File: config.mk
export PLATFORM = sky130hd
export DESIGN_NAME = mem_stage
export DESIGN_NICKNAME = d
export VERILOG_FILES = /design/src/source/rv_pkg.sv /design/src/source/mem_stage.sv
export SDC_FILE = /design/constraint.sdc
export NUM_CORES = 2
export LEC_CHECK = 0
export ABC_CLOCK_PERIOD_IN_PS = 8750
export BUFFER_PORTS_ARGS = -buffer_cell sky130_fd_sc_hd__buf_2
export CORE_MARGIN = 4
export CORE_UTILIZATION = 40
export DETAILED_ROUTE_END_ITERATION = 10
export PLACE_DENSITY = 0.66
export SLEW_MARGIN = 20
export SYNTH_ARGS = -nofsm -noshare
export SYNTH_HDL_FRONTEND = slang
export SYNTH_SLANG_ARGS = --single-unit
File: constraint.sdc
create_clock -name clk -period 8.75 [get_ports clk]
set_clock_uncertainty 0.2 [all_clocks]
set_input_delay 0.875 -clock clk [delete_from_list [all_inputs] [get_ports clk]]
set_output_delay 0.875 -clock clk [all_outputs]
set_load 0.01 [all_outputs]
File: src/source/rv_pkg.sv
// core widths, opcode, funct3 and ALU encodings, data RAM depth, decode and commit structs
package rv_pkg;

	localparam int XLEN = 64;
	localparam int REG_AW = 5;
	localparam logic [XLEN-1:0] RESET_PC = '0;
	localparam int DMEM_WORDS = 32; // 64-bit words

	typedef enum logic [6:0] {
		OP_IMM = 7'b0010011,
		OP     = 7'b0110011,
		LUI    = 7'b0110111,
		AUIPC  = 7'b0010111,
		BRANCH = 7'b1100011,
		JAL    = 7'b1101111,
		JALR   = 7'b1100111,
		LOAD   = 7'b0000011,
		STORE  = 7'b0100011
	} opcode_e;

	typedef enum logic [4:0] {
		ALU_ZERO, ALU_ADD, ALU_SUB, ALU_SLT, ALU_SLTU, ALU_XOR,
		ALU_OR, ALU_AND, ALU_SLL, ALU_SRL, ALU_SRA, ALU_LUI,
		ALU_BEQ, ALU_BNE, ALU_BLT, ALU_BGE, ALU_BLTU, ALU_BGEU
	} alu_op_e;

	// op and op-imm group
	localparam logic [2:0] F3_ADD_SUB = 3'b000;
	localparam logic [2:0] F3_SLL     = 3'b001;
	localparam logic [2:0] F3_SLT     = 3'b010;
	localparam logic [2:0] F3_SLTU    = 3'b011;
	localparam logic [2:0] F3_XOR     = 3'b100;
	localparam logic [2:0] F3_SR      = 3'b101; // srl/sra by bit 30
	localparam logic [2:0] F3_OR      = 3'b110;
	localparam logic [2:0] F3_AND     = 3'b111;

	localparam logic [2:0] F3_BEQ  = 3'b000;
	localparam logic [2:0] F3_BNE  = 3'b001;
	localparam logic [2:0] F3_BLT  = 3'b100;
	localparam logic [2:0] F3_BGE  = 3'b101;
	localparam logic [2:0] F3_BLTU = 3'b110;
	localparam logic [2:0] F3_BGEU = 3'b111;

	localparam logic [2:0] F3_LB  = 3'b000;
	localparam logic [2:0] F3_LH  = 3'b001;
	localparam logic [2:0] F3_LW  = 3'b010;
	localparam logic [2:0] F3_LD  = 3'b011;
	localparam logic [2:0] F3_LBU = 3'b100;
	localparam logic [2:0] F3_LHU = 3'b101;
	localparam logic [2:0] F3_LWU = 3'b110;

	localparam logic [2:0] F3_SB = 3'b000;
	localparam logic [2:0] F3_SH = 3'b001;
	localparam logic [2:0] F3_SW = 3'b010;
	localparam logic [2:0] F3_SD = 3'b011;

	typedef struct packed {
		logic       r_ena;
		logic       w_ena;
		logic       to_reg;
		logic       ext_un;
		logic [7:0] byte_enable; // lane 0 based
	} mem_ctrl_t;

	typedef struct packed {
		alu_op_e           alu_op;
		logic [XLEN-1:0]   op1;
		logic [XLEN-1:0]   op2;
		logic              rd_w_ena;
		logic [REG_AW-1:0] rd_w_addr;
		logic              branch;
		logic [1:0]        jump; // [1] jal, [0] jalr
		logic [XLEN-1:0]   b_offset;
		logic [XLEN-1:0]   j_offset;
		mem_ctrl_t         mem;
	} dec_ctrl_t;

	typedef struct packed {
		logic [XLEN-1:0]   pc;
		logic [XLEN-1:0]   next_pc;
		logic              rd_w_ena;
		logic [REG_AW-1:0] rd_w_addr;
		logic [XLEN-1:0]   rd_data;
	} commit_t;

endpackage

File: src/source/mem_stage.sv
// mem_stage: data RAM with lane-aligned stores and extended loads
`timescale 1ns/10ps

module mem_stage (
	input  logic                    clk,
	input  logic                    we,
	input  rv_pkg::mem_ctrl_t       mem_ctrl,
	input  logic [rv_pkg::XLEN-1:0] addr,
	input  logic [rv_pkg::XLEN-1:0] store_data,
	output logic [rv_pkg::XLEN-1:0] load_data
);

	logic [rv_pkg::XLEN-1:0] ram [rv_pkg::DMEM_WORDS];
	logic [$clog2(rv_pkg::DMEM_WORDS)-1:0] word_idx;
	logic [2:0] lane;
	logic [7:0] lane_en;
	logic [rv_pkg::XLEN-1:0] wdata_sh;
	logic [rv_pkg::XLEN-1:0] rdata_sh;
	logic [rv_pkg::XLEN-1:0] size_mask;
	logic sign;

	// upper address bits wrap
	assign word_idx = addr[3 +: $clog2(rv_pkg::DMEM_WORDS)];
	assign lane = addr[2:0];

	assign lane_en = mem_ctrl.byte_enable << lane;
	assign wdata_sh = store_data << {lane, 3'b000};

	always_ff @(posedge clk) begin
		if (we && mem_ctrl.w_ena) begin
			for (int i = 0; i < 8; i++) begin
				if (lane_en[i])
					ram[word_idx][8*i +: 8] <= wdata_sh[8*i +: 8];
			end
		end
	end

	assign rdata_sh = ram[word_idx] >> {lane, 3'b000};

	always_comb begin
		for (int i = 0; i < 8; i++)
			size_mask[8*i +: 8] = {8{mem_ctrl.byte_enable[i]}};
	end

	// msb of the access size, none for ld
	always_comb begin
		case (mem_ctrl.byte_enable)
			8'h01:   sign = rdata_sh[7];
			8'h03:   sign = rdata_sh[15];
			8'h0f:   sign = rdata_sh[31];
			default: sign = 1'b0;
		endcase
	end

	always_comb begin
		if (mem_ctrl.r_ena)
			load_data = (rdata_sh & size_mask) |
				(~size_mask & {rv_pkg::XLEN{sign & ~mem_ctrl.ext_un}});
		else
			load_data = '0;
	end

endmodule

* Word-level counts from Yosys, hierarchy flattened
Memory sizes are Yosys's and may differ from the RTL's.
Index checks and enable logic that the tools add are counted.
** Word-level totals
- Word-level logic and storage cells :: 40
- Input port bits :: 142
- Memories kept :: 1
- Bits in registers :: 0
- RAM bits :: 2048
** Memory list
- ram :: words 32, width 64, read ports 1, clocked after Yosys merged registers in 0, wr ports 1, line mem_stage.sv:13 : logic [rv_pkg::XLEN-1:0] ram [rv_pkg::DMEM_WORDS];
** Operators by class
- Reductions and logical operators :: 1
- Bitwise gates (word level) :: 6
- Equality and inequality tests :: 3
- Mux-type cells :: 26
- Shifts and indexed selects :: 3
** Operator list (count)
- 64-bit AND :: 2
- 64-bit 2-to-1 mux :: 1
- 64-bit NOT :: 1
- 64-bit OR :: 1
- 64-bit by 6-bit << shifter with 64-bit output :: 1
- 64-bit by 6-bit right shift with 64-bit output :: 1
- 1-bit 2-to-1 mux :: 24
- 8-bit by 1-bit equality test with 1-bit output, second input constant :: 1
- 8-bit by 2-bit equality test with 1-bit output, second input constant :: 1
- 8-bit by 4-bit equality test with 1-bit output, second input constant :: 1
- 8-bit by 3-bit << shifter with 8-bit output :: 1
- 1-bit one-hot mux with 3 select lines :: 1
- 1-bit AND :: 1
- 1-bit logical AND :: 1
- 1-bit NOT :: 1

* Depth between registers and ports, before layout
An unclocked memory read counts as a cell.
- Word-level depth :: 7
- Gate-level depth with buffers :: 13

* Worst setup path after synthesis
Ideal clock, no wire load.
- Path type :: input-to-reg
- Start point :: input addr[1] in the netlist's numbering
- End point :: memory ram[0][38] in the netlist's numbering (data pin)
- Stages :: 7
- Setup slack :: 4605 ps
- Data required time :: 8096 ps
- Arrival :: 3491 ps
- Library setup time :: 454 ps
- Cell sequence :: buf_2 > buf_2 > buf_2 > buf_1 > mux2_2 > mux2i_1 > o21ai_0
** On the way
- Cells in the longest elaborated chain, start to end :: 1
** RTL lines
- start: declaration :: line mem_stage.sv:8 : input logic [rv_pkg::XLEN-1:0] addr,
- 64-bit by 6-bit << shifter with 64-bit output :: line mem_stage.sv:27 : assign wdata_sh = store_data << {lane, 3'b000};
- net wdata_sh, one bit :: line mem_stage.sv:17 : logic [rv_pkg::XLEN-1:0] wdata_sh;
- end: declaration :: line mem_stage.sv:13
The timed path passes the listed nets, and every way through them passes these cells.

* Worst setup path in the final report
- Start point :: input addr[5] in the netlist's numbering
- End point :: output load_data[47] in the netlist's numbering
** On the way
- Cells in the longest elaborated chain, start to end :: 7
- Elaborated cells between the ends (all ways) :: 8
** RTL lines
- memory read 32 x 64 bit (*)
- 64-bit by 6-bit right shift with 64-bit output (*) :: line mem_stage.sv:38 : assign rdata_sh = ram[word_idx] >> {lane, 3'b000};
- 1-bit one-hot mux with 3 select lines :: line mem_stage.sv:47 : case (mem_ctrl.byte_enable)
- 1-bit AND :: line mem_stage.sv:58 : (~size_mask & {rv_pkg::XLEN{sign & ~mem_ctrl.ext_un}});
- 64-bit AND :: line mem_stage.sv:58
- 64-bit OR (*) :: line mem_stage.sv:57 : load_data = (rdata_sh & size_mask) |
- 64-bit 2-to-1 mux (*) :: line mem_stage.sv:56 : if (mem_ctrl.r_ena)
- end: declaration :: line mem_stage.sv:10 : output logic [rv_pkg::XLEN-1:0] load_data
Every way passes the cells marked *; elsewhere a longest branch is shown, timed or not.

==> reports/qor.yml <==
outcome: "completed"
largest_reg_flops: 2048
synth_compound_area_share_pct: 5.36
dp_worst_setup_slack_ns: 1.81
ir_drop_mv: 0.177
grt_pass1_wl_um: 352000
vias_per_cell: 5.90
synth-main-ff-cell: "edfxtp_1"
synth_cells: 4891
post-cts-setup-buffer-count: 0
core_area_mm2: 0.207
synth_edf_count: 2048
rsz0062_at_grt: "no"
mostFrequentLayoutCells: "edfxtp_1 (2,048), mux2i_1 (986), nor2_1 (351)"
yosysSeqAreaShare_pct: 73.7
cts_tree: "yes"
cts-root-buf: "clkbuf_16"
port_buffers: 148
post-route-period-util_pct: 82.2
min_from: "store_data[3]"
reg.largest.list: "ram (2048)"
setup_viol: 0
die_w_um: 465
hold_buffers: 0
hpwl_um: 168000
synthMuxAreaShare_pct: 14.4
cts_max_level: 4
yosys.area.top_type: "edfxtp_1"
worstPathRequired_ns: 7.68
fin_ws_ns: 1.56
gp_congestion: 0.940
max_slew_margin_pct: 16.8
ant_nets: 0
route.detailed.drc: 0
finalInstanceArea_mm2: 0.0939
crit_type: "in2out"
area_delta_synth_final_pct: 12.5
cts_max_path_buffers: 3
cp.arrival_ns: 6.12
path_clk_slew_ns: 0.07
numCtsBuffers: 196
fmax_mhz: 139
max-cap-violations: 0
worst_slew_pin_slew_ns: 1.24
combPwrFrac_pct: 6.8
cp-end-kind: "primary output"
async_flop_share_pct: 0
worstPathMaxFanout: 32
cp-start-kind: "input port"
synth_simple_gate_area_share_pct: 4.38
busiest_layer: "met2"
io_pins: 206
drv_slew: 0
grt_use_met2_pct: 36.7
hold_path_depth: 3
drtIter0Drc: 5969
p_sw_share_pct: 23.2
cts.sinks: 2048
crit_path_cell_trace: "buf_2 > buf_4 > nand4bb_2 > buf_4 > o22ai_1 > nor4_2 > a21boi_1 > nor4_4 > nor4_4 > a22oi_4 > nand2_1 > buf_2"
netlist.area_leader.share_pct: 73.7
routed_wl_um: 255000
top_register: "ram"
synth_top_family_by_area: "multiplexers"
gr-total-overflow: 0
hold_viol_final: 0
final.setup.tns_ns: 0
synthAdderAreaFrac_pct: 0
met3_usage_pct: 4.49
grt_max_degree: 114
final_util_pct: 45.3
min_period_ns: 7.19
num-nets-final: 5226
initial_utilization_pct: 40.3
routedWlPerCell_um: 31.6
p_int_mw: 15.7
use_met1_pct: 28.1
leakage_nw: 29.9
syn_nets: 5033
synthXorXnorAreaFrac_pct: 0
powerDensity_mw_per_mm2: 217
hold_path.class: "in2reg"
whs_ns: 0.635
clockPowerShare_pct: 39.8
layout_commonest_cell: "edfxtp_1"
p_switching_mw: 4.73
pwr-share-seq_pct: 53.5
hold_path_end: "ram[2][3]$_DFFE_PP_"
slowest_stage: "nor4_2"
dieHeight_um: 465
synth.area.top_cells: "edfxtp_1 (74%), mux2i_1 (12%), o22ai_1 (2.2%)"
grt_pass1_vias: 46800
dpl_cell_area_mm2: 0.0877
yosysUniqueCellTypes: 69
drtPass1Iterations: 6
netlist_area_mm2: 0.0834
ys_warn_count: 0
dr_total_vias: 47500
grt_usage_pct: 22.9
fp-row-count: 167
antenna_found_initial: 29
dieArea_mm2: 0.216
ys_ff_latch: 2048
synth_area_per_cell_um2: 17.1
postCtsResizedCells: 0
crit_path_max_incr_delay_ns: 0.81
drive_above_1_share_pct: 15.7
==> synth_stat cells, types with 9 or more instances <==
cell / count
a211oi_1: 13
a21o_1: 9
a21oi_1: 65
a22oi_1: 178
and3_1: 10
buf_1: 23
buf_2: 135
buf_4: 51
buf_6: 34
clkbuf_1: 70
edfxtp_1: 2048
mux2_2: 34
mux2i_1: 994
mux4_2: 73
nand2_1: 158
nand3_1: 25
nand4_1: 43
nor2_1: 383
nor4_1: 66
nor4_2: 9
o21ai_0: 23
o21ai_1: 26
o22ai_1: 296
==> layer usage <==
layer,wire [um],vias to the layer above
li1,-,20000
met1,91900,24400
met2,121000,2535
met3,22400,634
met4,19200,10
met5,68,-
==> how the worst max path moves through the flow <==
stage                           end  cells past startpoint  startpoint  slack (ns)
2_1_floorplan  ram[0][38]$_DFFE_PP_                      7     addr[1]        4.60
3_3_place_gp          load_data[47]                     12     addr[5]        1.87
3_5_place_dp          load_data[63]                     12     addr[5]        1.81
4_1_cts               load_data[63]                     12     addr[5]        1.81
5_1_grt               load_data[47]                     12     addr[5]        1.51
6_report              load_data[47]                     12     addr[5]        1.56
==> final cells by class <==
type                    count  area (um2)
inverters                   6        22.5
clock buffers             236        5080
repair buffers            309        2050
fillers                 17700      113000
flip-flops and latches   2048       61500
multi-input cells        2523       20700
clock inverters           125        1030
diodes                     18        45.0
well taps                2788        3490
==> critical path, delay by kind of cell <==
kind | cells | cell delay (ns)
buffers and inverters | 4 | 1.59
and+or+nand+nor | 5 | 2.46
AOI/OAI and AO/OA | 3 | 1.13
==> cells by family (layout without fill, tap and decap cells) <==
logic type / count (synthesis) / in the layout
buf+inv: 320 / 676
other cells: 0 / 18
simple gates: 757 / 757
compound gates: 664 / 664
flops: 2048 / 2048
mux: 1102 / 1102
==> through the flow <==
step,std cells,power (mW)
detailed placement,7674,12.5
CTS,8035,20.4
finish,8053,20.4
global route,8043,20.9
floorplan,4891,11.9
global placement,7673,12.4
==> power groups by stage <==
stage               Clock (mW)  Sequential [mW]  Combinational, mW
finish                    8.11             10.9               1.38
global route              8.58             10.9               1.41
CTS                       8.17             10.9               1.35
detailed placement           0             11.1               1.35
global placement             0             11.1               1.33
floorplan                    0             11.1              0.735
(Power assumes the default switching activity.)
