**src/source/rv_pkg.sv**
```systemverilog
// core widths, opcode, funct3 and ALU encodings, data RAM depth, decode and commit structs
package rv_pkg;

	localparam int XLEN = 64;
	localparam int REG_AW = 5;
	localparam logic [XLEN-1:0] RESET_PC = '0;
	localparam int DMEM_WORDS = 32; // 64-bit words

	typedef enum logic [6:0] {
		OP_IMM = 7'b0010011,
		OP     = 7'b0110011,
		LUI    = 7'b0110111,
		AUIPC  = 7'b0010111,
		BRANCH = 7'b1100011,
		JAL    = 7'b1101111,
		JALR   = 7'b1100111,
		LOAD   = 7'b0000011,
		STORE  = 7'b0100011
	} opcode_e;

	typedef enum logic [4:0] {
		ALU_ZERO, ALU_ADD, ALU_SUB, ALU_SLT, ALU_SLTU, ALU_XOR,
		ALU_OR, ALU_AND, ALU_SLL, ALU_SRL, ALU_SRA, ALU_LUI,
		ALU_BEQ, ALU_BNE, ALU_BLT, ALU_BGE, ALU_BLTU, ALU_BGEU
	} alu_op_e;

	// op and op-imm group
	localparam logic [2:0] F3_ADD_SUB = 3'b000;
	localparam logic [2:0] F3_SLL     = 3'b001;
	localparam logic [2:0] F3_SLT     = 3'b010;
	localparam logic [2:0] F3_SLTU    = 3'b011;
	localparam logic [2:0] F3_XOR     = 3'b100;
	localparam logic [2:0] F3_SR      = 3'b101; // srl/sra by bit 30
	localparam logic [2:0] F3_OR      = 3'b110;
	localparam logic [2:0] F3_AND     = 3'b111;

	localparam logic [2:0] F3_BEQ  = 3'b000;
	localparam logic [2:0] F3_BNE  = 3'b001;
	localparam logic [2:0] F3_BLT  = 3'b100;
	localparam logic [2:0] F3_BGE  = 3'b101;
	localparam logic [2:0] F3_BLTU = 3'b110;
	localparam logic [2:0] F3_BGEU = 3'b111;

	localparam logic [2:0] F3_LB  = 3'b000;
	localparam logic [2:0] F3_LH  = 3'b001;
	localparam logic [2:0] F3_LW  = 3'b010;
	localparam logic [2:0] F3_LD  = 3'b011;
	localparam logic [2:0] F3_LBU = 3'b100;
	localparam logic [2:0] F3_LHU = 3'b101;
	localparam logic [2:0] F3_LWU = 3'b110;

	localparam logic [2:0] F3_SB = 3'b000;
	localparam logic [2:0] F3_SH = 3'b001;
	localparam logic [2:0] F3_SW = 3'b010;
	localparam logic [2:0] F3_SD = 3'b011;

	typedef struct packed {
		logic       r_ena;
		logic       w_ena;
		logic       to_reg;
		logic       ext_un;
		logic [7:0] byte_enable; // lane 0 based
	} mem_ctrl_t;

	typedef struct packed {
		alu_op_e           alu_op;
		logic [XLEN-1:0]   op1;
		logic [XLEN-1:0]   op2;
		logic              rd_w_ena;
		logic [REG_AW-1:0] rd_w_addr;
		logic              branch;
		logic [1:0]        jump; // [1] jal, [0] jalr
		logic [XLEN-1:0]   b_offset;
		logic [XLEN-1:0]   j_offset;
		mem_ctrl_t         mem;
	} dec_ctrl_t;

	typedef struct packed {
		logic [XLEN-1:0]   pc;
		logic [XLEN-1:0]   next_pc;
		logic              rd_w_ena;
		logic [REG_AW-1:0] rd_w_addr;
		logic [XLEN-1:0]   rd_data;
	} commit_t;

endpackage

```
**src/source/exe_stage.sv**
```systemverilog
// exe_stage: ALU, branch comparator and next-pc select
`timescale 1ns/10ps

module exe_stage (
	input  logic [rv_pkg::XLEN-1:0] pc,
	input  logic [rv_pkg::XLEN-1:0] rs1_data,
	input  rv_pkg::dec_ctrl_t       ctrl,
	output logic [rv_pkg::XLEN-1:0] alu_result,
	output logic [rv_pkg::XLEN-1:0] next_pc
);

	logic [rv_pkg::XLEN-1:0] op1;
	logic [rv_pkg::XLEN-1:0] op2;
	logic [5:0] shamt;
	logic eq;
	logic lt_s;
	logic lt_u;
	logic taken;
	logic [rv_pkg::XLEN-1:0] jalr_sum;

	assign op1 = ctrl.op1;
	assign op2 = ctrl.op2;
	assign shamt = op2[5:0];

	assign eq   = (op1 == op2);
	assign lt_s = ($signed(op1) < $signed(op2));
	assign lt_u = (op1 < op2);

	always_comb begin
		alu_result = '0;
		taken = 1'b0;
		case (ctrl.alu_op)
			rv_pkg::ALU_ADD:  alu_result = op1 + op2;
			rv_pkg::ALU_SUB:  alu_result = op1 - op2;
			rv_pkg::ALU_SLT:  alu_result = {{(rv_pkg::XLEN-1){1'b0}}, lt_s};
			rv_pkg::ALU_SLTU: alu_result = {{(rv_pkg::XLEN-1){1'b0}}, lt_u};
			rv_pkg::ALU_XOR:  alu_result = op1 ^ op2;
			rv_pkg::ALU_OR:   alu_result = op1 | op2;
			rv_pkg::ALU_AND:  alu_result = op1 & op2;
			rv_pkg::ALU_SLL:  alu_result = op1 << shamt;
			rv_pkg::ALU_SRL:  alu_result = op1 >> shamt;
			rv_pkg::ALU_SRA:  alu_result = $signed(op1) >>> shamt;
			rv_pkg::ALU_LUI:  alu_result = op2; // imm already placed
			rv_pkg::ALU_BEQ:  taken = eq;
			rv_pkg::ALU_BNE:  taken = !eq;
			rv_pkg::ALU_BLT:  taken = lt_s;
			rv_pkg::ALU_BGE:  taken = !lt_s;
			rv_pkg::ALU_BLTU: taken = lt_u;
			rv_pkg::ALU_BGEU: taken = !lt_u;
			default:          alu_result = '0;
		endcase
	end

	assign jalr_sum = rs1_data + ctrl.j_offset;

	// taken branch, then jal, then jalr, else sequential
	always_comb begin
		if (ctrl.branch && taken)
			next_pc = pc + ctrl.b_offset;
		else if (ctrl.jump[1])
			next_pc = pc + ctrl.j_offset;
		else if (ctrl.jump[0])
			next_pc = {jalr_sum[rv_pkg::XLEN-1:1], 1'b0};
		else
			next_pc = pc + rv_pkg::XLEN'(4);
	end

endmodule

```
**config.mk**
```make
export PLATFORM = sky130hd
export DESIGN_NAME = exe_stage
export DESIGN_NICKNAME = d
export VERILOG_FILES = /design/src/source/rv_pkg.sv /design/src/source/exe_stage.sv
export SDC_FILE = /design/constraint.sdc
export NUM_CORES = 2
export LEC_CHECK = 0
export ABC_CLOCK_PERIOD_IN_PS = 8100
export BUFFER_PORTS_ARGS = -buffer_cell sky130_fd_sc_hd__buf_4
export CELL_PAD_IN_SITES_DETAIL_PLACEMENT = 1
export CELL_PAD_IN_SITES_GLOBAL_PLACEMENT = 1
export CORE_UTILIZATION = 40
export DETAILED_ROUTE_END_ITERATION = 7
export PLACE_DENSITY_LB_ADDON = 0.25
export SYNTH_ARGS = -nofsm -noshare
export SYNTH_HDL_FRONTEND = slang
export SYNTH_SLANG_ARGS = --single-unit
```
**constraint.sdc**
```tcl
create_clock -name vclk -period 8.1
set_input_delay 1.215 -clock vclk [all_inputs]
set_output_delay 1.215 -clock vclk [all_outputs]
set_load 0.05 [all_outputs]
```
## Yosys cells after proc, flatten, opt, wreduce, memory -nomap -nowiden

Index checks and enable logic that the tools add are counted.

| word-level totals | value |
|---|---|
| flip-flop bits (word level) | 0 |
| input port bits | 410 |
| output and inout bits | 128 |
| logic and storage cells | 41 |

| cells by class | value |
|---|---|
| $add $sub $neg | 6 |
| $lt $le $gt $ge | 2 |
| equal/unequal tests | 18 |
| shifts and indexed selects | 3 |
| mux-type cells | 5 |
| bitwise operators | 3 |
| reductions and logical operators | 4 |

Operators by type and width:

| kind | count |
|---|---|
| case mux 64 bit (11 select lines) | 1 |
| adder 64 bit | 4 |
| 2-to-1 mux 64 bit | 3 |
| less-than comparator 64 bit | 2 |
| adder 64 x 3 -> 64 bit, second input constant | 1 |
| bitwise AND 64 bit | 1 |
| equality test 64 bit | 1 |
| bitwise OR 64 bit | 1 |
| left shift 64 x 6 -> 64 bit | 1 |
| right shift 64 x 6 -> 64 bit | 1 |
| >>> shifter 64 x 6 -> 64 bit | 1 |
| subtractor 64 bit | 1 |
| bitwise XOR 64 bit | 1 |
| equality test 5 x 4 -> 1 bit, second input constant | 8 |
| equality test 5 x 3 -> 1 bit, second input constant | 4 |
| equality test 5 x 2 -> 1 bit, second input constant | 2 |
| equality test 5 bit, second input constant | 2 |
| case mux 1 bit (6 select lines) | 1 |
| equality test 5 x 1 -> 1 bit, second input constant | 1 |
| zero test 1 bit | 3 |
| logical AND 1 bit | 1 |

## Logic depth before layout (Yosys ltp)

| logic depth | value |
|---|---|
| depth after elaboration | 5 |
| mapped depth | 21 |
| depth with buffers taken out | 14 |

## Worst setup path after synthesis

OpenSTA, ideal clock, no wires.

| timing | value |
|---|---|
| path kind | input to output |
| start point | in ctrl[151] in the netlist's numbering |
| end point | out alu_result[30] in the netlist's numbering |
| data arrival time | 6398 ps |
| data required time | 6885 ps |
| setup slack | 487 ps |
| cell stages on the path | 17 |
| buffers on the path | 6 |
| cell sequence | clkbuf_1 > inv_1 > buf_2 > buf_1 > clkbuf_1 > buf_2 > ha_1 > buf_2 > o21bai_1 > a21oi_2 > o221ai_2 > a221oi_4 > nor2_1 > a21o_1 > a211oi_1 > o21ai_1 > o311ai_0 |

| between the ends | value |
|---|---|
| longest elaborated chain between the ends | 2 |

RTL lines:

| item | line | text |
|---|---|---|
| start: declaration | exe_stage.sv:7 | `input rv_pkg::dec_ctrl_t ctrl,` |
| subtractor 64 bit, or another cell as far along | exe_stage.sv:34 | `rv_pkg::ALU_SUB: alu_result = op1 - op2;` |
| case mux 64 bit (11 select lines) * | exe_stage.sv:32 | `case (ctrl.alu_op)` |
| end: declaration | exe_stage.sv:8 | `output logic [rv_pkg::XLEN-1:0] alu_result,` |

Mark *: on every way between the ends. The rest lies on a longest branch, timed or not.

## Worst setup path in the final report

| timing | value |
|---|---|
| start point | in ctrl[154] in the netlist's numbering |
| end point | out next_pc[63] in the netlist's numbering |

| between the ends | value |
|---|---|
| longest elaborated chain between the ends | 5 |

RTL lines:

| item | line | text |
|---|---|---|
| less-than comparator 64 bit, or another cell as far along | exe_stage.sv:27 | `assign lt_u = (op1 < op2);` |
| zero test 1 bit, on equally long branches | exe_stage.sv:49, exe_stage.sv:45, exe_stage.sv:47 |  |
| case mux 1 bit (6 select lines) * | exe_stage.sv:32 |  |
| logical AND 1 bit * | exe_stage.sv:58 | `if (ctrl.branch && taken)` |
| 2-to-1 mux 64 bit * | exe_stage.sv:58 |  |
| end: declaration | exe_stage.sv:9 | `output logic [rv_pkg::XLEN-1:0] next_pc` |

Marked as above.

==> flow_metrics.env <==
export IMPL_status="complete, no violations"
export IMPL_gr_usage_all_layers_pct=42.7
export IMPL_die_area_um2=84700
export IMPL_fp_dieW_um=291
export IMPL_critPathKind="input port to output port"
export IMPL_synthAdderAreaFrac_pct=14.7
export IMPL_first_pass_iters=6
export IMPL_drv_slew=0
export IMPL_drc=0
export IMPL_syn_inst=5045
export IMPL_cp_num_buf_inv=5
export IMPL_min_period_over_period_pct=87.9
export IMPL_drive_gt1_share_pct=15.2
export IMPL_postLayoutCoreUtil_pct=46.0
export IMPL_cp_cell_sequence="buf_4 > inv_1 > buf_4 > ha_1 > nor2b_1 > a211oi_4 > o221ai_2 > a221oi_4 > o211ai_4 > a221oi_2 > o211ai_1 > a22oi_2 > buf_12 > o2111ai_1 > o32a_1 > buf_4"
export IMPL_grt_max_degree=119
export IMPL_synth_simple_gate_area_share_pct=22.8
export IMPL_post_cts_resize_count=0
export IMPL_synth_top_cell_area_share_pct=14.4
export IMPL_startpoint="ctrl[154]"
export IMPL_rsz0062_at_grt="no"
export IMPL_cap_violations=0
export IMPL_min_from="ctrl[174]"
export IMPL_postSynthAreaPerCell_um2=6.63
export IMPL_antenna_found_initial=13
export IMPL_vdd_drop_max_v=0.0000506
export IMPL_grt_pass1_wl_mm=277
export IMPL_slew_headroom_pct=19.2
export IMPL_seqCellArea_um2=0
export IMPL_drt_iter0_drc=4249
export IMPL_layout_cells_non_filler=6379
export IMPL_place_ws_ns=1.10
export IMPL_yosysTopAreaCell="ha_1"
export IMPL_num_vias=43200
export IMPL_numPlacedInstances=6365
export IMPL_syn_cell_area_um2=33400
export IMPL_die_h_um=291
export IMPL_design_area_um2=37900
export IMPL_most_common_layout_cells="nor2_1 (657), buf_4 (581), a21oi_1 (537)"
export IMPL_rows=105
export IMPL_cts_hold_buf=0
export IMPL_cts_post_setup_buffers_inserted=0
export IMPL_nFillCells=10900
export IMPL_vias_per_cell=6.78
export IMPL_post_dp_hpwl_mm=157
export IMPL_synthDistinctLibCells=104
export IMPL_cp_arrival_ns=5.90
export IMPL_final_setup_tns_ns=0
export IMPL_syn_to_final_growth_pct=13.4
export IMPL_drt_wl_total_mm=191
export IMPL_synth_fp_nets=5846
export IMPL_place_congestion=1.05
export IMPL_post_route_min_period_ns=7.12
export IMPL_synth_top_family_by_area="compound AO/OA/AOI/OAI gates"
export IMPL_fin_nets=6099
export IMPL_layout_setup_ws_ns=0.983
export IMPL_grt_pass1_vias=41900
export IMPL_crit_path_end_kind="output port"
export IMPL_start_util_pct=40.6
export IMPL_max_stage_delay_ns=0.53
export IMPL_synth_mux_area_share_pct=12.1
export IMPL_synth_xor_area_share_pct=6.37
export IMPL_core_um2=82400
export IMPL_yosysSeqAreaShare_pct=0
export IMPL_setup_violations=0
export IMPL_hold_viol_final=0
export IMPL_ys_warn_count=0
export IMPL_post_drt_wl_per_cell_um=29.9
export IMPL_crit_path_start_kind="input port"
export IMPL_cp_top_family="compound AO/OA/AOI/OAI gates"
export IMPL_crit_path_frequent_cell="buf_4"
export IMPL_placed_area_um2=37900
export IMPL_port_buffers=520
export IMPL_synth_compound_area_share_pct=36.9
export IMPL_antenna_left=0
export IMPL_grt_overflow=0
export IMPL_cp_max_fo=63
export IMPL_nClkBuffers=0
export IMPL_seq_cell_count=0
export IMPL_max_freq_ghz=0.141
export IMPL_hp_class="input port to output port"
export IMPL_worst_pin_slew_ns=1.21
export IMPL_leakage_nw=16.4
export IMPL_cp_slowest_cell="a221oi_2"
export IMPL_worstPathRequired_ns=6.88
export IMPL_io_pin_count=538
export IMPL_power_density_nw_per_um2=94.1
export IMPL_netlist_top_cells_area="ha_1 (14%), mux4_2 (8.1%), a21oi_1 (8.0%)"
export IMPL_layout_commonest_cell="nor2_1"
==> final timing paths <==
| path | endpoint | slack, ns | depth (start not counted) |
|---|---|---|---|
| max | next_pc[63] | 0.98 | 16 |
| min | alu_result[25] | 2.86 | 4 |
==> Yosys cell counts (all sizes together), types with 87 or more instances <==
master and instances:
mux4 120, xnor2 146, buf 96, nor3 91, a21o 131, inv 251
a211oi 88, nand4 87, a21oi 538, mux2i 118, nand2 453, ha 386
o21ai 414, nand3 117, xor2 97, clkbuf 240, nor2 662
==> logic make-up (layout without fill, tap and decap cells) <==
group,after synthesis,after routing
multiplexers,252,252
adder cells (fa/ha/maj),391,391
XOR/XNOR,243,243
AND/OR/NAND/NOR,1687,1687
other,0,13
buffers and inverters,590,841
AO/OA/AOI/OAI,1882,1882
==> power by group <==
group          internal [mW]  switching [mW]  leakage, nW
combinational           1.20            2.37         16.4
sequential                 0               0            0
clock           0.0000000996               0    0.0000854
==> area by class of cell <==
| class | count | area [µm²] | area share (%) |
|---|---|---|---|
| inverters | 254 | 956 | 2.52 |
| diodes | 13 | 32.5 | 0.0858 |
| multi-input cells | 4455 | 31100 | 82.1 |
| repair buffers | 587 | 4460 | 11.8 |
| well taps | 1070 | 1340 | 3.53 |
==> through the flow <==
stage                     power [mW]  hold slack (ns)
after floorplan                 2.25             2.83
after global placement          3.43             2.86
after detailed placement        3.46             2.86
after CTS                       3.48             2.86
after global routing            3.76             2.88
final                           3.57             2.86
==> layer usage <==
layer  routed length, µm  vias to the layer above  part of all wire (%)  GRT usage, %
met5                  28                        -                 0.015             0
met4               14600                        4                   7.6          27.5
met3               15400                      459                   8.1          6.62
met2               85100                     2179                    45          68.4
met1               75500                    21100                    40          53.1
li1                    -                    19400                     -             -
Note: power is estimated with default switching activity, not from simulation.
