$ cat src/source/rv_pkg.sv
// core widths, opcode, funct3 and ALU encodings, data RAM depth, decode and commit structs
package rv_pkg;

	localparam int XLEN = 64;
	localparam int REG_AW = 5;
	localparam logic [XLEN-1:0] RESET_PC = '0;
	localparam int DMEM_WORDS = 32; // 64-bit words

	typedef enum logic [6:0] {
		OP_IMM = 7'b0010011,
		OP     = 7'b0110011,
		LUI    = 7'b0110111,
		AUIPC  = 7'b0010111,
		BRANCH = 7'b1100011,
		JAL    = 7'b1101111,
		JALR   = 7'b1100111,
		LOAD   = 7'b0000011,
		STORE  = 7'b0100011
	} opcode_e;

	typedef enum logic [4:0] {
		ALU_ZERO, ALU_ADD, ALU_SUB, ALU_SLT, ALU_SLTU, ALU_XOR,
		ALU_OR, ALU_AND, ALU_SLL, ALU_SRL, ALU_SRA, ALU_LUI,
		ALU_BEQ, ALU_BNE, ALU_BLT, ALU_BGE, ALU_BLTU, ALU_BGEU
	} alu_op_e;

	// op and op-imm group
	localparam logic [2:0] F3_ADD_SUB = 3'b000;
	localparam logic [2:0] F3_SLL     = 3'b001;
	localparam logic [2:0] F3_SLT     = 3'b010;
	localparam logic [2:0] F3_SLTU    = 3'b011;
	localparam logic [2:0] F3_XOR     = 3'b100;
	localparam logic [2:0] F3_SR      = 3'b101; // srl/sra by bit 30
	localparam logic [2:0] F3_OR      = 3'b110;
	localparam logic [2:0] F3_AND     = 3'b111;

	localparam logic [2:0] F3_BEQ  = 3'b000;
	localparam logic [2:0] F3_BNE  = 3'b001;
	localparam logic [2:0] F3_BLT  = 3'b100;
	localparam logic [2:0] F3_BGE  = 3'b101;
	localparam logic [2:0] F3_BLTU = 3'b110;
	localparam logic [2:0] F3_BGEU = 3'b111;

	localparam logic [2:0] F3_LB  = 3'b000;
	localparam logic [2:0] F3_LH  = 3'b001;
	localparam logic [2:0] F3_LW  = 3'b010;
	localparam logic [2:0] F3_LD  = 3'b011;
	localparam logic [2:0] F3_LBU = 3'b100;
	localparam logic [2:0] F3_LHU = 3'b101;
	localparam logic [2:0] F3_LWU = 3'b110;

	localparam logic [2:0] F3_SB = 3'b000;
	localparam logic [2:0] F3_SH = 3'b001;
	localparam logic [2:0] F3_SW = 3'b010;
	localparam logic [2:0] F3_SD = 3'b011;

	typedef struct packed {
		logic       r_ena;
		logic       w_ena;
		logic       to_reg;
		logic       ext_un;
		logic [7:0] byte_enable; // lane 0 based
	} mem_ctrl_t;

	typedef struct packed {
		alu_op_e           alu_op;
		logic [XLEN-1:0]   op1;
		logic [XLEN-1:0]   op2;
		logic              rd_w_ena;
		logic [REG_AW-1:0] rd_w_addr;
		logic              branch;
		logic [1:0]        jump; // [1] jal, [0] jalr
		logic [XLEN-1:0]   b_offset;
		logic [XLEN-1:0]   j_offset;
		mem_ctrl_t         mem;
	} dec_ctrl_t;

	typedef struct packed {
		logic [XLEN-1:0]   pc;
		logic [XLEN-1:0]   next_pc;
		logic              rd_w_ena;
		logic [REG_AW-1:0] rd_w_addr;
		logic [XLEN-1:0]   rd_data;
	} commit_t;

endpackage

$ cat src/source/id_stage.sv
// id_stage: instruction decoder producing register reads and the control struct
`timescale 1ns/10ps

module id_stage (
	input  logic                      rst,
	input  logic [31:0]               inst,
	input  logic [rv_pkg::XLEN-1:0]   pc,
	input  logic [rv_pkg::XLEN-1:0]   rs1_data,
	input  logic [rv_pkg::XLEN-1:0]   rs2_data,
	output logic                      rs1_r_ena,
	output logic [rv_pkg::REG_AW-1:0] rs1_r_addr,
	output logic                      rs2_r_ena,
	output logic [rv_pkg::REG_AW-1:0] rs2_r_addr,
	output rv_pkg::dec_ctrl_t         ctrl
);

	rv_pkg::opcode_e opcode;
	logic [2:0] funct3;
	logic [rv_pkg::XLEN-1:0] imm_i;
	logic [rv_pkg::XLEN-1:0] imm_s;
	logic [rv_pkg::XLEN-1:0] imm_b;
	logic [rv_pkg::XLEN-1:0] imm_u;
	logic [rv_pkg::XLEN-1:0] imm_j;
	logic [rv_pkg::XLEN-1:0] shamt_imm;
	logic is_load;
	logic is_store;
	logic is_jal;
	logic is_jalr;
	logic [7:0] byte_en;

	assign opcode = rv_pkg::opcode_e'(inst[6:0]);
	assign funct3 = inst[14:12];

	assign imm_i = {{52{inst[31]}}, inst[31:20]};
	assign imm_s = {{52{inst[31]}}, inst[31:25], inst[11:7]};
	assign imm_b = {{52{inst[31]}}, inst[7], inst[30:25], inst[11:8], 1'b0};
	assign imm_u = {{32{inst[31]}}, inst[31:12], 12'b0};
	assign imm_j = {{44{inst[31]}}, inst[19:12], inst[20], inst[30:21], 1'b0};
	assign shamt_imm = {{(rv_pkg::XLEN-6){1'b0}}, inst[25:20]}; // rv64 6-bit shamt

	assign is_load  = (opcode == rv_pkg::LOAD);
	assign is_store = (opcode == rv_pkg::STORE);
	assign is_jal   = (opcode == rv_pkg::JAL);
	assign is_jalr  = (opcode == rv_pkg::JALR);

	assign rs1_r_addr = rst ? '0 : inst[19:15];
	assign rs2_r_addr = rst ? '0 : inst[24:20];

	// access size, shifted by the address later in mem_stage
	always_comb begin
		byte_en = 8'h00;
		if (is_load) begin
			case (funct3)
				rv_pkg::F3_LB, rv_pkg::F3_LBU: byte_en = 8'h01;
				rv_pkg::F3_LH, rv_pkg::F3_LHU: byte_en = 8'h03;
				rv_pkg::F3_LW, rv_pkg::F3_LWU: byte_en = 8'h0f;
				rv_pkg::F3_LD:                 byte_en = 8'hff;
				default:                       byte_en = 8'h00;
			endcase
		end else if (is_store) begin
			case (funct3)
				rv_pkg::F3_SB: byte_en = 8'h01;
				rv_pkg::F3_SH: byte_en = 8'h03;
				rv_pkg::F3_SW: byte_en = 8'h0f;
				rv_pkg::F3_SD: byte_en = 8'hff;
				default:       byte_en = 8'h00;
			endcase
		end
	end

	always_comb begin
		ctrl = '0;
		rs1_r_ena = 1'b0;
		rs2_r_ena = 1'b0;
		if (!rst) begin
			ctrl.rd_w_addr = inst[11:7];
			ctrl.branch = (opcode == rv_pkg::BRANCH);
			ctrl.jump = {is_jal, is_jalr};
			ctrl.b_offset = imm_b;
			ctrl.j_offset = is_jalr ? imm_i : (is_jal ? imm_j : '0);
			ctrl.mem.r_ena = is_load;
			ctrl.mem.w_ena = is_store;
			ctrl.mem.to_reg = is_load;
			ctrl.mem.ext_un = is_load && (funct3 == rv_pkg::F3_LBU ||
				funct3 == rv_pkg::F3_LHU || funct3 == rv_pkg::F3_LWU);
			ctrl.mem.byte_enable = byte_en;
			case (opcode)
				rv_pkg::OP_IMM: begin
					rs1_r_ena = 1'b1;
					ctrl.rd_w_ena = 1'b1;
					ctrl.op1 = rs1_data;
					ctrl.op2 = imm_i;
					case (funct3)
						rv_pkg::F3_ADD_SUB: ctrl.alu_op = rv_pkg::ALU_ADD; // no subi
						rv_pkg::F3_SLT:     ctrl.alu_op = rv_pkg::ALU_SLT;
						rv_pkg::F3_SLTU:    ctrl.alu_op = rv_pkg::ALU_SLTU;
						rv_pkg::F3_XOR:     ctrl.alu_op = rv_pkg::ALU_XOR;
						rv_pkg::F3_OR:      ctrl.alu_op = rv_pkg::ALU_OR;
						rv_pkg::F3_AND:     ctrl.alu_op = rv_pkg::ALU_AND;
						rv_pkg::F3_SLL: begin
							ctrl.alu_op = rv_pkg::ALU_SLL;
							ctrl.op2 = shamt_imm;
						end
						default: begin
							ctrl.alu_op = inst[30] ? rv_pkg::ALU_SRA : rv_pkg::ALU_SRL;
							ctrl.op2 = shamt_imm;
						end
					endcase
				end
				rv_pkg::OP: begin
					rs1_r_ena = 1'b1;
					rs2_r_ena = 1'b1;
					ctrl.rd_w_ena = 1'b1;
					ctrl.op1 = rs1_data;
					ctrl.op2 = rs2_data;
					case (funct3)
						rv_pkg::F3_ADD_SUB:
							ctrl.alu_op = inst[30] ? rv_pkg::ALU_SUB : rv_pkg::ALU_ADD;
						rv_pkg::F3_SLL:  ctrl.alu_op = rv_pkg::ALU_SLL;
						rv_pkg::F3_SLT:  ctrl.alu_op = rv_pkg::ALU_SLT;
						rv_pkg::F3_SLTU: ctrl.alu_op = rv_pkg::ALU_SLTU;
						rv_pkg::F3_XOR:  ctrl.alu_op = rv_pkg::ALU_XOR;
						rv_pkg::F3_OR:   ctrl.alu_op = rv_pkg::ALU_OR;
						rv_pkg::F3_AND:  ctrl.alu_op = rv_pkg::ALU_AND;
						default:
							ctrl.alu_op = inst[30] ? rv_pkg::ALU_SRA : rv_pkg::ALU_SRL;
					endcase
				end
				rv_pkg::LUI: begin
					ctrl.rd_w_ena = 1'b1;
					ctrl.op2 = imm_u;
					ctrl.alu_op = rv_pkg::ALU_LUI;
				end
				rv_pkg::AUIPC: begin
					ctrl.rd_w_ena = 1'b1;
					ctrl.op1 = pc;
					ctrl.op2 = imm_u;
					ctrl.alu_op = rv_pkg::ALU_ADD;
				end
				rv_pkg::BRANCH: begin
					rs1_r_ena = 1'b1;
					rs2_r_ena = 1'b1;
					ctrl.op1 = rs1_data;
					ctrl.op2 = rs2_data;
					case (funct3)
						rv_pkg::F3_BEQ:  ctrl.alu_op = rv_pkg::ALU_BEQ;
						rv_pkg::F3_BNE:  ctrl.alu_op = rv_pkg::ALU_BNE;
						rv_pkg::F3_BLT:  ctrl.alu_op = rv_pkg::ALU_BLT;
						rv_pkg::F3_BGE:  ctrl.alu_op = rv_pkg::ALU_BGE;
						rv_pkg::F3_BLTU: ctrl.alu_op = rv_pkg::ALU_BLTU;
						rv_pkg::F3_BGEU: ctrl.alu_op = rv_pkg::ALU_BGEU;
						default:         ctrl.alu_op = rv_pkg::ALU_ZERO; // never taken
					endcase
				end
				rv_pkg::JAL, rv_pkg::JALR: begin
					rs1_r_ena = is_jalr; // jalr target base
					ctrl.rd_w_ena = 1'b1;
					ctrl.op1 = pc; // link value pc + 4
					ctrl.op2 = rv_pkg::XLEN'(4);
					ctrl.alu_op = rv_pkg::ALU_ADD;
				end
				rv_pkg::LOAD: begin
					rs1_r_ena = 1'b1;
					ctrl.rd_w_ena = 1'b1;
					ctrl.op1 = rs1_data;
					ctrl.op2 = imm_i;
					ctrl.alu_op = rv_pkg::ALU_ADD;
				end
				rv_pkg::STORE: begin
					rs1_r_ena = 1'b1;
					rs2_r_ena = 1'b1; // store data
					ctrl.op1 = rs1_data;
					ctrl.op2 = imm_s;
					ctrl.alu_op = rv_pkg::ALU_ADD;
				end
				default: ctrl = '0;
			endcase
		end
	end

endmodule

$ cat config.mk
export PLATFORM = sky130hd
export DESIGN_NAME = id_stage
export DESIGN_NICKNAME = d
export VERILOG_FILES = /design/src/source/rv_pkg.sv /design/src/source/id_stage.sv
export SDC_FILE = /design/constraint.sdc
export NUM_CORES = 1
export LEC_CHECK = 0
export BUFFER_PORTS_ARGS = -buffer_cell sky130_fd_sc_hd__buf_4
export CAP_MARGIN = 0
export CORE_AREA = 2 2 204 206
export DETAILED_ROUTE_END_ITERATION = 8
export DIE_AREA = 0 0 206 208
export SLEW_MARGIN = 10
export SYNTH_ARGS = -nofsm -noshare
export SYNTH_HDL_FRONTEND = slang
export SYNTH_SLANG_ARGS = --single-unit
$ cat constraint.sdc
create_clock -name vclk -period 7.5
set_input_delay 1.5 -clock vclk [all_inputs]
set_output_delay 1.5 -clock vclk [all_outputs]
set_load 0.05 [all_outputs]
== Yosys cells after proc, flatten, opt, wreduce, memory -nomap -nowiden ==
Cells that the tools add are included.
W data, S select, Z words.

* Flip-flop bits (word level): 0
* Bits of input ports: 225
* Output and inout port bits: 294

* Eq/ne operators: 16
* Mux-type cells: 24
* Reductions and logical operators: 17

{| class="wikitable"
|+ Operator list
! operator !! number
|-
| $pmux W148 S4 || 1
|-
| $pmux W64 S6 || 1
|-
| $mux W282 || 1
|-
| $mux W64 || 3
|-
| $pmux W64 S2 || 1
|-
| $pmux W8 S4 || 2
|-
| $pmux W4 S7 || 2
|-
| $pmux W5 S6 || 1
|-
| $pmux W5 S5 || 1
|-
| $eq A7 B6 Y1 const B || 3
|-
| $eq A7 B7 Y1 const B || 3
|-
| $mux W8 || 2
|-
| $eq A7 B5 Y1 const B || 2
|-
| $eq A3 B3 Y1 const B || 4
|-
| $reduce_or A2 Y1 || 6
|-
| $reduce_or A6 Y1 || 2
|-
| $mux W5 || 2
|-
| $reduce_or A5 Y1 || 2
|-
| $eq A7 B2 Y1 const B || 1
|-
| $reduce_or A7 Y1 || 1
|-
| $eq A3 B2 Y1 const B || 2
|-
| $reduce_or A3 Y1 || 2
|-
| $mux W1 || 4
|-
| $mux W2 || 2
|-
| other kinds (5) || 6
|}

== Longest topological paths before layout ==
* Word-level depth: 6
* Mapped depth: 9
* Gate-level depth less buffers: 5

== Worst setup path before layout ==
Ideal clock, no wire load.

* Path kind: input to output
* Start: input port rst
* End: output port ctrl[5] (netlist bit)
* Data arrival time: 4306 ps
* Setup slack: 1694 ps
* Stages: 5
* Buffers on the path: 4
* Cells stage by stage: clkbuf_1 -> clkbuf_1 -> buf_1 -> nor4_1 -> buf_4

{| class="wikitable"
|+ RTL lines
! what !! RTL line !! source
|-
| start, declared || id_stage.sv:5 || <nowiki>input logic rst,</nowiki>
|-
| end, declared || id_stage.sv:14 || <nowiki>output rv_pkg::dec_ctrl_t ctrl</nowiki>
|}

==> key figures <==
Status
  – Outcome: complete, no violations

Power and ir drop
  – Leak: roughly 3.3 nW
  – Worst vdd ir: about 16 uV
  – Power Dens Cells: roughly 33 nW/um2

Die
  – FP Rows: 74
  – Die height: ~210 um
  – Io pins: ~520
  – Die area: about 43000 um2
  – Starting Density: under 10%
  – Core area: approximately 41000 um2
  – Die X: around 210 um

Placement
  – DP Worst Slack: 1.90 ns
  – IO Port Bufs: 518
  – Gpl congestion: 0.909
  – DPL Wire Length: 21700 um

Timing
  – Final Hold Fails: 0
  – Final setup fails: 0
  – F_max: roughly 0.18 GHz
  – Worst Max-Slew Pin Slew: roughly 1.3 ns
  – Max-Slew Margin vs Limit: a little over an eighth
  – Max-slew violation count: 0
  – Fin crit share: between 70% and 80%
  – Worst setup slack after layout: 1.95 ns
  – Setup TNS: 0 ns
  – Final min period: ~5.5 ns
  – RSZ-0062 raised after global routing: no

Run
  – MaxCap Viol Count: 0

Cells and area
  – Number of sequential cells: 0
  – Most frequent cells in the layout: 528 x buf_4, 72 x a21oi_1, 64 x a22o_1
  – N_diodes: 0
  – Clock Buffer Count: 0
  – FILL cells: around 4600
  – Fin nets: about 1100
  – Final core utilization: 16.5%
  – Layout area overhead: 121%
  – Flip-flop and latch area: 0 um2
  – Commonest non-fill, non-tap cell in the layout: buf_4
  – Layout cells sized above 1: around 63%

Synthesis
  – Syn Inst Count: a little under 500
  – Syn_area_per_cell: ~6.2 um2
  – Syn Nets: 714
  – Sequential fraction of the synthesis area: 0%
  – Yosys warning total: 0
  – Post-Syn Area: around 3000 um2
  – Number of distinct library cells after synthesis: 38

Setup path
  – Slowest-stage cell, CP: nand2_1
  – Crit-path max cell delay: 0.74 ns
  – CP most frequent cell: buf_4
  – CP Cell Sequence: buf_4 -> and4bb_2 -> nand2b_1 -> a21oi_2 -> nand2_1 -> a21oi_1 -> buf_4
  – Worst Setup Start Kind: primary input
  – Delay-heaviest family, CP: simple AND/OR/NAND/NOR gates
  – Worst setup EP type: primary output
  – Crit. path cell count: 7
  – CP arrival: between 4 and 5 ns
  – Kind of critical path: primary input to primary output
  – WP data required: about 6 ns
  – CP Max Fanout: 20
  – Number of buffers and inverters on the critical path: 2

Routing
  – Via density per instance: between 3 and 4
  – First-pass DRT Iterations: 4
  – Antenna violation net count after detailed routing: 0
  – Final wirelength: 25600 um
  – Drt drc: 0
  – DR iter-0 viols: between 300 and 400
  – Wire per inst: 18.3 um
  – Routed vias: about 5200

Global routing
  – Initial antenna violation count: 4
  – Total global routing overflow: 0
  – Largest net degree at the start of global routing: 79
  – GRT Util Overall: 10.6%
  – Vias in the first global route: around 4500
  – First-pass GRT wire length: 33500 um

Clocking
  – PostCTS Resize Cnt: 0
  – Postcts setup bufs: 0
  – # hold bufs at CTS: 0

Min path
  – Min-Delay Path Class: primary input to primary output
  – Hold path cells: 3
## cells by family (layout without fill, tap and decap cells)
| kind of cell | Yosys count | after routing | share of synthesized area, % |
|---|---|---|---|
| simple gates | 149 | 149 | 24.6 |
| buf+inv | 156 | 534 | 33.4 |
| other cells | 1 | 1 | 0.124 |
| xor+xnor | 1 | 1 | 0.289 |
| compound gates | 182 | 182 | 41.5 |
## cells in the mapped netlist (2+ instances only)
master    number  area share (%)
nor3_2         3            0.99
o21ai_1        2            0.33
a22o_1        64              18
a221oi_1       2            0.58
nor2b_1       12             2.5
inv_1          6            0.74
or3_1          2            0.41
a31oi_1        2            0.41
clkbuf_1      20             2.5
nor2_1        30             3.7
a21o_1         3            0.74
a22oi_1       24             5.9
nand3_1        2            0.33
nor3_1         8             1.3
buf_4        105              26
nor4_1         3            0.62
o21ai_0        5            0.83
buf_2         21             3.5
buf_1          3            0.37
and2_1        23             4.7
nand2_1       54             6.7
nand2b_1       4            0.83
a222oi_1       4             1.3
a21oi_1       73              12
## cell type report
| type | instances | area, um2 | share of cell area [%] |
|---|---|---|---|
| inverter | 6 | 22.5 | 0.336 |
| tap | 532 | 666 | 9.93 |
| multi-input combinational | 333 | 2050 | 30.6 |
| timing repair buffer | 528 | 3960 | 59.1 |
## report_power, final
part / switching (mW) / internal (mW) / leakage, nW
combinational: 0.118 / 0.103 / 3.25
sequential: 0 / 0 / 0
clock: 0 / 0 / 0
## metal layers
| layer | track usage, % | part of all wire [%] | up-vias |
|---|---|---|---|
| li1 | - | - | 2399 |
| met1 | 13.7 | 41 | 2420 |
| met2 | 17.8 | 47 | 339 |
| met3 | 3.60 | 11 | 17 |
| met4 | 0.517 | 0.70 | 8 |
| met5 | 0 | 0.18 | - |
## through the flow
step	cell area (um2)	hold WS [ns]	std cells	power (mW)
after global routing	6700	3.38	1399	0.232
after floorplan	3030	3.24	489	0.0895
after global placement	6700	3.37	1399	0.220
after CTS	6700	3.37	1399	0.221
final	6700	3.37	1399	0.221
after detailed placement	6700	3.37	1399	0.221
## path summary, 6_finish.rpt
check / end / startpoint
setup / recovery: ctrl[177] / inst[2]
hold / removal: ctrl[247] / rs1_data[34]
Power figures use the tool's default switching activity.
